[src/verilog/rvc_pkg.sv]
// RV32C decoder shared definitions
package rvc_pkg;

    localparam int INST_W = 16;  // Compressed word
    localparam int XLEN   = 32;
    localparam int REG_W  = 5;
    localparam int ALU_W  = 4;

    typedef logic [INST_W-1:0] inst16_t;
    typedef logic [XLEN-1:0]   word_t;
    typedef logic [REG_W-1:0]  reg_addr_t;
    typedef logic [ALU_W-1:0]  alu_op_t;
    typedef logic [2:0]        sel_data_t;  // Writeback source
    typedef logic [1:0]        mem_size_t;  // Load/store size

    // Opcode quadrant in inst[1:0]
    localparam logic [1:0] QUAD_C0   = 2'd0;
    localparam logic [1:0] QUAD_C1   = 2'd1;
    localparam logic [1:0] QUAD_C2   = 2'd2;
    localparam logic [1:0] QUAD_FULL = 2'd3;  // 32-bit encoding

    // funct3 in inst[15:13], per quadrant
    localparam logic [2:0] F3_C0_ADDI4SPN = 3'd0;
    localparam logic [2:0] F3_C0_LW       = 3'd2;
    localparam logic [2:0] F3_C0_SW       = 3'd6;

    localparam logic [2:0] F3_C1_ADDI     = 3'd0;  // Also NOP
    localparam logic [2:0] F3_C1_JAL      = 3'd1;
    localparam logic [2:0] F3_C1_LI       = 3'd2;
    localparam logic [2:0] F3_C1_LUI      = 3'd3;  // Shared with ADDI16SP
    localparam logic [2:0] F3_C1_MISC_ALU = 3'd4;
    localparam logic [2:0] F3_C1_J        = 3'd5;
    localparam logic [2:0] F3_C1_BEQZ     = 3'd6;
    localparam logic [2:0] F3_C1_BNEZ     = 3'd7;

    localparam logic [2:0] F3_C2_SLLI     = 3'd0;
    localparam logic [2:0] F3_C2_LWSP     = 3'd2;
    localparam logic [2:0] F3_C2_CR       = 3'd4;  // JR, MV, JALR, ADD
    localparam logic [2:0] F3_C2_SWSP     = 3'd6;

    // funct2 in inst[11:10] of the misc ALU group
    localparam logic [1:0] F2_SRLI  = 2'd0;
    localparam logic [1:0] F2_SRAI  = 2'd1;
    localparam logic [1:0] F2_ANDI  = 2'd2;
    localparam logic [1:0] F2_ARITH = 2'd3;  // CA format

    // ALU operation codes
    localparam alu_op_t ALU_ADD = 4'd1;
    localparam alu_op_t ALU_SUB = 4'd2;
    localparam alu_op_t ALU_AND = 4'd3;
    localparam alu_op_t ALU_OR  = 4'd4;
    localparam alu_op_t ALU_XOR = 4'd5;
    localparam alu_op_t ALU_SLL = 4'd8;
    localparam alu_op_t ALU_SRL = 4'd9;
    localparam alu_op_t ALU_SRA = 4'd10;

    // Writeback sources
    localparam sel_data_t SEL_DATA_PC4 = 3'd0;
    localparam sel_data_t SEL_DATA_ALU = 3'd1;
    localparam sel_data_t SEL_DATA_IMM = 3'd2;
    localparam sel_data_t SEL_DATA_MEM = 3'd3;

    localparam mem_size_t MEM_NONE = 2'd0;
    localparam mem_size_t MEM_WORD = 2'd2;

    // Fixed registers
    localparam reg_addr_t REG_ZERO = 5'd0;
    localparam reg_addr_t REG_RA   = 5'd1;
    localparam reg_addr_t REG_SP   = 5'd2;

    localparam reg_addr_t RVC_REG_BASE = 5'd8;  // x8 for the 3-bit fields

endpackage

[src/verilog/rvc_opcode_decode.sv]
// RVC opcode decode
// Register addresses, ALU op and class flags
`timescale 1ns/1ps

module rvc_opcode_decode (
    input  rvc_pkg::inst16_t   i_inst,
    output rvc_pkg::reg_addr_t o_rs1,
    output rvc_pkg::reg_addr_t o_rs2,
    output rvc_pkg::reg_addr_t o_rd,
    output rvc_pkg::alu_op_t   o_alu_op,
    output logic               o_j_type,        // J, JAL
    output logic               o_jr_type,       // JR, JALR
    output logic               o_b_type,        // BEQZ, BNEZ
    output logic               o_r_type,        // Register-register ops
    output logic               o_lui_type,
    output logic               o_load,
    output logic               o_store,
    output logic               o_is_nop,
    output logic               o_spn_imm,       // ADDI4SPN offset
    output logic               o_sp_imm,        // ADDI16SP offset
    output logic               o_lssp_imm,      // LWSP/SWSP offset
    output logic               o_unsigned_imm   // Zero-extend immediate
);
    import rvc_pkg::*;

    logic [1:0] quad;
    logic [2:0] funct3;
    logic       funct4;
    logic [1:0] funct2_hi;
    logic [1:0] funct2_lo;
    reg_addr_t  rd_full;   // Also rs1 for CI/CR
    reg_addr_t  rs2_full;
    reg_addr_t  rs1_c;     // x8..x15
    reg_addr_t  rs2_c;

    assign quad      = i_inst[1:0];
    assign funct3    = i_inst[15:13];
    assign funct4    = i_inst[12];
    assign funct2_hi = i_inst[11:10];
    assign funct2_lo = i_inst[6:5];
    assign rd_full   = i_inst[11:7];
    assign rs2_full  = i_inst[6:2];
    assign rs1_c     = RVC_REG_BASE + reg_addr_t'(i_inst[9:7]);
    assign rs2_c     = RVC_REG_BASE + reg_addr_t'(i_inst[4:2]);

    always_comb begin
        // Defaults, which unimplemented words keep
        o_rs1          = REG_ZERO;
        o_rs2          = REG_ZERO;
        o_rd           = REG_ZERO;
        o_alu_op       = ALU_ADD;
        o_j_type       = 1'b0;
        o_jr_type      = 1'b0;
        o_b_type       = 1'b0;
        o_r_type       = 1'b0;
        o_lui_type     = 1'b0;
        o_load         = 1'b0;
        o_store        = 1'b0;
        o_is_nop       = 1'b0;
        o_spn_imm      = 1'b0;
        o_sp_imm       = 1'b0;
        o_lssp_imm     = 1'b0;
        o_unsigned_imm = 1'b0;

        case (quad)
            QUAD_C0: begin
                case (funct3)
                    F3_C0_ADDI4SPN: begin  // addi rd', x2, nzuimm
                        o_rd           = rs2_c;
                        o_rs1          = REG_SP;
                        o_spn_imm      = 1'b1;
                        o_unsigned_imm = 1'b1;
                    end
                    F3_C0_LW: begin
                        o_rd           = rs2_c;
                        o_rs1          = rs1_c;
                        o_load         = 1'b1;
                        o_unsigned_imm = 1'b1;
                    end
                    F3_C0_SW: begin
                        o_rs1          = rs1_c;
                        o_rs2          = rs2_c;
                        o_store        = 1'b1;
                        o_unsigned_imm = 1'b1;
                    end
                    default: ;  // Reserved or FP
                endcase
            end
            QUAD_C1: begin
                case (funct3)
                    F3_C1_ADDI: begin
                        o_rd     = rd_full;
                        o_rs1    = rd_full;
                        o_is_nop = (rd_full == REG_ZERO);
                    end
                    F3_C1_JAL: begin
                        o_rd     = REG_RA;  // Link register
                        o_j_type = 1'b1;
                    end
                    F3_C1_J: o_j_type = 1'b1;   // rd stays x0
                    F3_C1_LI: o_rd = rd_full;   // addi rd, x0, imm
                    F3_C1_LUI: begin
                        if (rd_full == REG_SP) begin
                            // ADDI16SP
                            o_rd     = REG_SP;
                            o_rs1    = REG_SP;
                            o_sp_imm = 1'b1;
                        end else begin
                            o_rd       = rd_full;
                            o_lui_type = 1'b1;
                        end
                    end
                    F3_C1_MISC_ALU: begin
                        o_rd  = rs1_c;
                        o_rs1 = rs1_c;
                        case (funct2_hi)
                            F2_SRLI: begin
                                o_alu_op       = ALU_SRL;
                                o_unsigned_imm = 1'b1;  // shamt
                            end
                            F2_SRAI: begin
                                o_alu_op       = ALU_SRA;
                                o_unsigned_imm = 1'b1;
                            end
                            F2_ANDI: o_alu_op = ALU_AND;
                            default: begin  // F2_ARITH
                                if (!funct4) begin
                                    o_r_type = 1'b1;
                                    o_rs2    = rs2_c;
                                    case (funct2_lo)
                                        2'd0:    o_alu_op = ALU_SUB;
                                        2'd1:    o_alu_op = ALU_XOR;
                                        2'd2:    o_alu_op = ALU_OR;
                                        default: o_alu_op = ALU_AND;
                                    endcase
                                end else begin
                                    // RV64 only, back to defaults
                                    o_rd  = REG_ZERO;
                                    o_rs1 = REG_ZERO;
                                end
                            end
                        endcase
                    end
                    default: begin  // BEQZ, BNEZ compare against x0
                        o_rs1    = rs1_c;
                        o_b_type = 1'b1;
                        o_alu_op = ALU_SUB;
                    end
                endcase
            end
            QUAD_C2: begin
                case (funct3)
                    F3_C2_SLLI: begin
                        o_rd     = rd_full;
                        o_rs1    = rd_full;
                        o_alu_op = ALU_SLL;
                    end
                    F3_C2_LWSP: begin
                        o_rd           = rd_full;
                        o_rs1          = REG_SP;
                        o_load         = 1'b1;
                        o_lssp_imm     = 1'b1;
                        o_unsigned_imm = 1'b1;
                    end
                    F3_C2_SWSP: begin
                        o_rs1          = REG_SP;
                        o_rs2          = rs2_full;
                        o_store        = 1'b1;
                        o_lssp_imm     = 1'b1;
                        o_unsigned_imm = 1'b1;
                    end
                    F3_C2_CR: begin
                        if (rs2_full != REG_ZERO) begin
                            // MV with funct4 low, ADD with it high
                            o_rd     = rd_full;
                            o_rs1    = funct4 ? rd_full : REG_ZERO;
                            o_rs2    = rs2_full;
                            o_r_type = 1'b1;
                        end else if (!funct4 || rd_full != REG_ZERO) begin
                            o_jr_type = 1'b1;  // JR or JALR
                            o_rs1     = rd_full;
                            o_rd      = funct4 ? REG_RA : REG_ZERO;
                        end
                        // EBREAK falls through with defaults
                    end
                    default: ;
                endcase
            end
            default: ;  // QUAD_FULL, not compressed
        endcase
    end

endmodule

[src/verilog/rvc_imm_gen.sv]
// RVC immediate and jump offset generation
`timescale 1ns/1ps

module rvc_imm_gen (
    input  rvc_pkg::inst16_t i_inst,
    input  logic             i_j_type,
    input  logic             i_lui_type,
    input  logic             i_load,
    input  logic             i_store,
    input  logic             i_spn_imm,
    input  logic             i_sp_imm,
    input  logic             i_lssp_imm,
    input  logic             i_unsigned_imm,
    output rvc_pkg::word_t   o_imm,  // Extended immediate
    output rvc_pkg::word_t   o_jt    // Jump or branch offset
);

    logic sign;

    assign sign = i_inst[12] & ~i_unsigned_imm;

    always_comb begin
        if (i_lui_type) begin
            // nzimm[17:12]
            o_imm = {{14{sign}}, i_inst[12], i_inst[6:2], 12'd0};
        end else if (i_sp_imm) begin
            // nzimm[9|4|6|8:7|5]
            o_imm = {{22{sign}}, i_inst[12], i_inst[4:3], i_inst[5], i_inst[2],
                     i_inst[6], 4'd0};
        end else if (i_spn_imm) begin
            // nzuimm[5:4|9:6|2|3]
            o_imm = {22'd0, i_inst[10:7], i_inst[12:11], i_inst[5], i_inst[6], 2'd0};
        end else if (i_lssp_imm && i_load) begin
            o_imm = {24'd0, i_inst[3:2], i_inst[12], i_inst[6:4], 2'd0};  // LWSP
        end else if (i_lssp_imm && i_store) begin
            o_imm = {24'd0, i_inst[8:7], i_inst[12:9], 2'd0};              // SWSP
        end else if (i_load || i_store) begin
            // LW/SW uimm[5:3|2|6]
            o_imm = {25'd0, i_inst[5], i_inst[12:10], i_inst[6], 2'd0};
        end else begin
            // CI form, zero-extended for shifts
            o_imm = {{26{sign}}, i_inst[12], i_inst[6:2]};
        end
    end

    always_comb begin
        if (i_j_type) begin
            // CJ offset[11|4|9:8|10|6|7|3:1|5]
            o_jt = {{20{i_inst[12]}}, i_inst[12], i_inst[8], i_inst[10:9], i_inst[6],
                    i_inst[7], i_inst[2], i_inst[11], i_inst[5:3], 1'b0};
        end else begin
            // CB offset[8|4:3] and [7:6|2:1|5]
            o_jt = {{23{i_inst[12]}}, i_inst[12], i_inst[6:5], i_inst[2],
                    i_inst[11:10], i_inst[4:3], 1'b0};
        end
    end

endmodule

[src/verilog/rvc_ctrl_gen.sv]
// RVC pipeline control generation
`timescale 1ns/1ps

module rvc_ctrl_gen (
    input  rvc_pkg::inst16_t   i_inst,
    input  rvc_pkg::reg_addr_t i_rs1,
    input  rvc_pkg::reg_addr_t i_rs2,
    input  logic               i_j_type,
    input  logic               i_jr_type,
    input  logic               i_b_type,
    input  logic               i_r_type,
    input  logic               i_lui_type,
    input  logic               i_load,
    input  logic               i_store,
    output logic               o_is_compressed,
    output logic               o_sel_op_a,     // Register A, else immediate
    output logic               o_sel_op_b,     // Immediate, else register B
    output logic               o_sel_op_br,    // Register base for JR/JALR
    output logic               o_sel_pc,       // Redirect from ID
    output logic               o_wr_en,
    output logic               o_is_jump,
    output logic               o_is_btype,
    output logic               o_is_ltype,
    output logic               o_is_stype,
    output logic               o_use_a,
    output logic               o_use_b,
    output logic [1:0]         o_btype,        // {BEQZ, BNEZ}
    output rvc_pkg::sel_data_t o_sel_data,
    output rvc_pkg::mem_size_t o_dm_select,
    output rvc_pkg::mem_size_t o_store_select
);
    import rvc_pkg::*;

    assign o_is_compressed = (i_inst[1:0] != QUAD_FULL);

    assign o_sel_op_a  = ~(i_lui_type | i_j_type);
    assign o_sel_op_b  = ~(i_r_type | i_b_type);
    assign o_sel_op_br = i_jr_type;
    assign o_sel_pc    = i_j_type | i_jr_type;
    assign o_is_jump   = i_j_type | i_jr_type;

    // No writeback for stores, branches and the illegal all-zero word
    assign o_wr_en = ~(i_store | i_b_type | (i_inst == 16'd0));

    assign o_is_btype = i_b_type;
    assign o_is_ltype = i_load;
    assign o_is_stype = i_store;
    assign o_btype    = i_b_type ? {~i_inst[13], i_inst[13]} : 2'b00;  // funct3[0]

    // Hazard check only needs nonzero sources
    assign o_use_a = (i_rs1 != REG_ZERO);
    assign o_use_b = (i_rs2 != REG_ZERO);

    always_comb begin
        if (i_j_type || i_jr_type) begin
            o_sel_data = SEL_DATA_PC4;  // Link value
        end else if (i_lui_type) begin
            o_sel_data = SEL_DATA_IMM;
        end else if (i_load) begin
            o_sel_data = SEL_DATA_MEM;
        end else begin
            o_sel_data = SEL_DATA_ALU;
        end
    end

    assign o_dm_select    = i_load  ? MEM_WORD : MEM_NONE;
    assign o_store_select = i_store ? MEM_WORD : MEM_NONE;

endmodule

[src/verilog/rvc_decoder.sv]
// RV32C compressed instruction decoder
`timescale 1ns/1ps

module rvc_decoder (
    input  rvc_pkg::inst16_t   i_inst,           // Low half of the ID word
    output rvc_pkg::reg_addr_t o_rs1,
    output rvc_pkg::reg_addr_t o_rs2,
    output rvc_pkg::reg_addr_t o_rd,
    output rvc_pkg::alu_op_t   o_alu_op,
    output logic               o_is_nop,
    output rvc_pkg::word_t     o_imm,
    output rvc_pkg::word_t     o_jt,
    output logic               o_is_compressed,
    output logic               o_sel_op_a,
    output logic               o_sel_op_b,
    output logic               o_sel_op_br,
    output logic               o_sel_pc,
    output logic               o_wr_en,
    output logic               o_is_jump,
    output logic               o_is_btype,
    output logic               o_is_ltype,
    output logic               o_is_stype,
    output logic               o_use_a,
    output logic               o_use_b,
    output logic [1:0]         o_btype,
    output rvc_pkg::sel_data_t o_sel_data,
    output rvc_pkg::mem_size_t o_dm_select,
    output rvc_pkg::mem_size_t o_store_select
);

    // Class flags
    logic j_type;
    logic jr_type;
    logic b_type;
    logic r_type;
    logic lui_type;
    logic load_inst;
    logic store_inst;
    // Immediate format
    logic spn_imm;
    logic sp_imm;
    logic lssp_imm;
    logic unsigned_imm;

    rvc_opcode_decode u_opcode_decode (
        .i_inst         (i_inst),
        .o_rs1          (o_rs1),
        .o_rs2          (o_rs2),
        .o_rd           (o_rd),
        .o_alu_op       (o_alu_op),
        .o_j_type       (j_type),
        .o_jr_type      (jr_type),
        .o_b_type       (b_type),
        .o_r_type       (r_type),
        .o_lui_type     (lui_type),
        .o_load         (load_inst),
        .o_store        (store_inst),
        .o_is_nop       (o_is_nop),
        .o_spn_imm      (spn_imm),
        .o_sp_imm       (sp_imm),
        .o_lssp_imm     (lssp_imm),
        .o_unsigned_imm (unsigned_imm)
    );

    rvc_imm_gen u_imm_gen (
        .i_inst         (i_inst),
        .i_j_type       (j_type),
        .i_lui_type     (lui_type),
        .i_load         (load_inst),
        .i_store        (store_inst),
        .i_spn_imm      (spn_imm),
        .i_sp_imm       (sp_imm),
        .i_lssp_imm     (lssp_imm),
        .i_unsigned_imm (unsigned_imm),
        .o_imm          (o_imm),
        .o_jt           (o_jt)
    );

    rvc_ctrl_gen u_ctrl_gen (
        .i_inst          (i_inst),
        .i_rs1           (o_rs1),
        .i_rs2           (o_rs2),
        .i_j_type        (j_type),
        .i_jr_type       (jr_type),
        .i_b_type        (b_type),
        .i_r_type        (r_type),
        .i_lui_type      (lui_type),
        .i_load          (load_inst),
        .i_store         (store_inst),
        .o_is_compressed (o_is_compressed),
        .o_sel_op_a      (o_sel_op_a),
        .o_sel_op_b      (o_sel_op_b),
        .o_sel_op_br     (o_sel_op_br),
        .o_sel_pc        (o_sel_pc),
        .o_wr_en         (o_wr_en),
        .o_is_jump       (o_is_jump),
        .o_is_btype      (o_is_btype),
        .o_is_ltype      (o_is_ltype),
        .o_is_stype      (o_is_stype),
        .o_use_a         (o_use_a),
        .o_use_b         (o_use_b),
        .o_btype         (o_btype),
        .o_sel_data      (o_sel_data),
        .o_dm_select     (o_dm_select),
        .o_store_select  (o_store_select)
    );

endmodule

[config.mk]
export PLATFORM = sky130hd
export DESIGN_NAME = rvc_decoder
export DESIGN_NICKNAME = d
export VERILOG_FILES = /design/src/verilog/rvc_pkg.sv /design/src/verilog/rvc_opcode_decode.sv /design/src/verilog/rvc_imm_gen.sv /design/src/verilog/rvc_ctrl_gen.sv /design/src/verilog/rvc_decoder.sv
export SDC_FILE = /design/constraint.sdc
export NUM_CORES = 1
export LEC_CHECK = 0
export ABC_AREA = 1
export BUFFER_PORTS_ARGS = -buffer_cell sky130_fd_sc_hd__buf_2
export CAP_MARGIN = 5
export CORE_UTILIZATION = 44
export DETAILED_ROUTE_END_ITERATION = 6
export PLACE_DENSITY = 0.91
export SETUP_SLACK_MARGIN = 0.5
export SLEW_MARGIN = 20
export SYNTH_ARGS = -nofsm -noshare
export SYNTH_HDL_FRONTEND = slang
export SYNTH_SLANG_ARGS = --single-unit
export TNS_END_PERCENT = 100
[constraint.sdc]
create_clock -name vclk -period 2.5
set_clock_uncertainty 0.15 [all_clocks]
set_input_delay 0.375 -clock vclk [all_inputs]
set_output_delay 0.375 -clock vclk [all_outputs]
set_load 0.02 [all_outputs]
==> results list, run 1 <==
- After the last repair the worst path ends at a primary output.
* Multiplexer share of the synthesized area: 0%
- Part of the Yosys area used for sequential elements: 0%
* Netlist Area Pre-Place: 1720 um2
- Number of distinct library cells after synthesis: 40
* Vertical extent of the die: 64.4 um
* Simple-gate area share of the yosys netlist: 35.2%
- It got as far as 5_1_grt and failed there.
- Top cell types by occurrence after synthesis: sky130_fd_sc_hd__inv_1 (49), sky130_fd_sc_hd__buf_4 (48), sky130_fd_sc_hd__nand2_1 (46)
- X dimension of the die: 64.4 um
- Sum of net half-perimeters after detailed placement: 5.45 mm
- By area, the combinational part of the netlist is dominated by simple AND/OR/NAND/NOR gates.
- Summed over all instances, the cell type with the most area after synthesis is sky130_fd_sc_hd__buf_4.
- After Yosys synthesis, full adders, half adders and majority gates account for 6.56% of the synthesized area.
* Top Ports: 121
* Fraction of synthesized cell area in xor and xnor cells: 0.511%
* Largest cells by area after synthesis: sky130_fd_sc_hd__buf_4 (21%), sky130_fd_sc_hd__inv_1 (11%), sky130_fd_sc_hd__nand2_1 (10%), sky130_fd_sc_hd__o21ai_0 (7.6%), sky130_fd_sc_hd__ha_1 (6.6%)
- Summing the areas of all compound-gate instances in the mapped netlist gives 22.8% of the synthesized area.
- Initial core utilization: 46.5%
* Number of synthesis warnings: 0
* Total placed instance area: 2480 um2
* Cell with the most instances after synthesis: sky130_fd_sc_hd__inv_1
* Proportion of netlist area held by the largest area contributor: 21.0%
- Synthesis produced 302 cells.
- Port Buffer Count: 117
- Routability-driven placement finished with a final weighted congestion of 1.01.
- The first error in the log reads "[ERROR DPL-0038] Utilization greater than 100%, impossible to legalize".
- After global-route timing repair, the worst endpoint was o_imm[16].
- The initialized floorplan defines 22 standard-cell rows.
- Dividing the synthesized area by the synthesized cell count gives 5.68 um2.
* Outcome: stopped before the end
* Pin count of the biggest net entering global routing: 27
==> logic make-up after synthesis <==
kind of cell / Yosys count
AND/OR/NAND/NOR: 119
buffers and inverters: 108
AO/OA/AOI/OAI: 64
adder cells (fa/ha/maj): 9
XOR/XNOR: 1
other: 1
==> what timing repair did <==
action / CTS
buffers inserted: 23
resized for setup: 142
hold buffers: 0
pin swaps: 27
setup endpoints to repair: 67
gates cloned: 1
==> metrics by stage <==
step,setup slack (ns),cells,TNS [ns]
CTS,0.123,471,0
floorplan,0.196,305,0
detailed placement,-0.0498,447,-0.113
global placement,-0.00698,447,-0.00874
==> run 2: changes to the inputs <==
- CORE_UTILIZATION: 44 -> 36
- PLACE_DENSITY: 0.91 -> not set
- PLACE_DENSITY_LB_ADDON: not set -> 0.15
- SETUP_SLACK_MARGIN: 0.5 -> not set
==> run 2 against run 1 <==
Net effect: the flow now finishes, with violations (DRC); synthesized cell count unchanged; synthesized area stayed put.
==> results list, run 2 <==
* Finished Layout Cells: 469
* Leakage dissipation: 1.47 nW
- Required @ worst endpoint: 1.98 ns
- Number of nets in the finished design: 444
* Critical path endpoint category: output pin
- In the finished layout, the clock tree contains a buffer count of 0.
- Sorting the synthesized cells by how often they occur yields sky130_fd_sc_hd__inv_1 (49), sky130_fd_sc_hd__buf_4 (48), sky130_fd_sc_hd__nand2_1 (46).
- The quantity of I/O buffers inserted on ports was 117 (unchanged).
- The number of unique standard cell types used by synthesis was 40 (unchanged).
- Layout cell share with drive strength beyond 1: 50.1%
- Number of antenna violations at the first check in global routing: 0
- The worst path uses 98.2% of the clock period.
* Classification of the worst setup path: input port to output pin
- For this run, the total global-route usage over all layers was measured as 25.2%.
- Total core area: 4470 um2
* Pin count of the biggest net entering global routing: 25
* Number of antenna diodes: 0
- First DRT Iteration DRCs: 148
- Initial core utilization: 38.3% (-8.2 points)
- The estimated wirelength of the detail-placed design was 5.65 mm (+3.7%).
- Overflow after GRT: 0
- Cell with the most instances after synthesis: sky130_fd_sc_hd__inv_1
- The first detailed-routing pass ran for 7 iterations.
* Syn Inst Count: 302 (unchanged)
- Leading cell types in the layout, fill and taps excluded: sky130_fd_sc_hd__buf_2 (113), sky130_fd_sc_hd__buf_4 (49), sky130_fd_sc_hd__inv_1 (45)
* Max Slew Vio Count: 0
- The mean cell area of the mapped netlist is 5.68 um2 (unchanged).
* Maximum frequency from static timing analysis: 0.407 GHz
* Largest cells by area after synthesis: sky130_fd_sc_hd__buf_4 (21%), sky130_fd_sc_hd__inv_1 (11%), sky130_fd_sc_hd__nand2_1 (10%), sky130_fd_sc_hd__o21ai_0 (7.6%), sky130_fd_sc_hd__ha_1 (6.6%)
* Outcome: finished, violations left
- Detailed-route vias per instance: 5.08
* Max-capacitance violation count: 0
- Wire length of the first global-routing pass: 10.1 mm
* Storage cell area: 0 um2
* Top Ports: 121 (unchanged)
* Worst Min Path Start: i_inst[4]
- Count of hold buffers inserted by post-cts repair: 0 (unchanged)
- Startpoint class of the critical path: input port
- Final setup violating endpoints: 0
- Routed wire per std cell: 14.2 um
* Cell count of the worst hold path: 2
- Die area: 5050 um2
- Counting I/O delays and the setup requirement, the final critical path takes 2.46 ns.
- In this run the worst path has a maximum fanout of 4.
- Routed Wire Length: 6.68 mm
- The via count of the first global-routing pass was 2076.
- Leaving out fill and tap cells, the most frequent cell in the layout is sky130_fd_sc_hd__buf_2.
* Netlist Area Pre-Place: 1720 um2 (unchanged)
* RSZ-0062 raised after global routing: true
* Remaining DRCs: 13
* VDD IR max: 0.0927 mV
- Post-synthesis cell type with the largest combined area: sky130_fd_sc_hd__buf_4
- The total of warnings raised by yosys came to 0 (unchanged).
- The routability congestion estimate from global placement is 0.961 (-5.1%).
- Proportion of netlist area held by the largest area contributor: 21.0% (unchanged)
- The sequential-to-total area share from yosys stat was 0% (unchanged).
- In this run the worst setup path begins at i_inst[13].
* Total number of sequential cells: 0
* Violated checks: DRC
* Power density of the placed cells: 213 nW/um2
- After layout, the design draws a total of 0.521 mW.
- In this run the remaining antenna-violating nets after routing total 0.
- Overall via count from detail_route: 2384
- Std-Cell Rows: 24 (+9.1%)
- The hold violation count in the final report came to 0.
- Worst min path class: input port to output pin
* Vertical extent of the die: 71.0 um (+10%)
- X dimension of the die: 71.0 um (+10%)
* Hold path endpoint: o_jt[2]
- The total instance count after detailed placement came to 465 (+4.0%).
* Fill count: 492
* Area added between synthesis and finish: 42.5%
* Critical path arrival: 1.93 ns
run 2: worst max-delay path: stages:
cell                      delay (ns)
sky130_fd_sc_hd__buf_2          0.14
sky130_fd_sc_hd__nor2_2         0.22
sky130_fd_sc_hd__nand2_1        0.07
sky130_fd_sc_hd__a21oi_1        0.26
sky130_fd_sc_hd__inv_1          0.13
sky130_fd_sc_hd__o21ai_2        0.08
sky130_fd_sc_hd__a21oi_2        0.08
sky130_fd_sc_hd__or2_1          0.22
sky130_fd_sc_hd__a21oi_1        0.15
sky130_fd_sc_hd__buf_2          0.19
run 2: area by class of cell:
cell class | instances | area [um2] | share of cell area, %
inverters | 56 | 210 | 8.60
multi-input cells | 197 | 1210 | 49.6
well taps | 52 | 65.1 | 2.66
repair buffers | 164 | 956 | 39.1
run 2: how the worst max path moves through the flow:
stage,slack (ns),end
finish,0.04,o_rd[0]
CTS,0.009,o_imm[15]
floorplan,-0.002,o_imm[12]
global placement,0.06,o_rd[0]
detailed placement,0.005,o_imm[12]
global route,-0.02,o_use_a
run 2: metal layers:
metal	share of wire [%]	up-vias	GRT usage, %
met2	49	128	45.5
met5	0	-	0
met3	7.1	8	1.28
li1	-	1163	-
met4	1.4	0	5.11
met1	43	1085	33.2
run 2: where the power goes:
| group | leakage [nW] | switching [mW] | internal, mW |
|---|---|---|---|
| registers | 0 | 0 | 0 |
| logic | 1.47 | 0.341 | 0.180 |
| clock network | 0 | 0 | 0 |
| total | 1.47 | 0.341 | 0.180 |
run 2: what timing repair did:
item,4_1_cts,5_1_grt
hold endpoints to repair,0,0
setup buffers,0,4
resized for setup,0,27
pin swaps,1,9
setup endpoints to repair,1,28
run 2: per-stage QoR:
| step | cell area [um2] | utilization (%) | hold slack (ns) | setup WS (ns) | setup TNS [ns] |
|---|---|---|---|---|---|
| finish | 2440 | 54.6 | 0.848 | 0.0444 | 0 |
| global route | 2440 | 54.6 | 0.866 | -0.0188 | -0.0360 |
| CTS | 2320 | 52.0 | 0.850 | 0.00881 | 0 |
| detailed placement | 2320 | 52.0 | 0.850 | 0.00481 | 0 |
| global placement | 2320 | 52.0 | 0.850 | 0.0557 | 0 |
| floorplan | 1740 | - | 0.680 | -0.00201 | -0.0101 |
run 2: logic make-up (layout without fill, tap and decap cells):
kind of cell             count (synthesis)  after routing  synth area share (%)
adder cells (fa/ha/maj)                  9              9                  6.56
AO/OA/AOI/OAI                           64             64                  22.8
AND/OR/NAND/NOR                        119            119                  35.2
other                                    1              4                 0.219
buffers and inverters                  108            220                  34.8
XOR/XNOR                                 1              1                 0.511
Note: power is estimated with default switching activity, not from simulation.
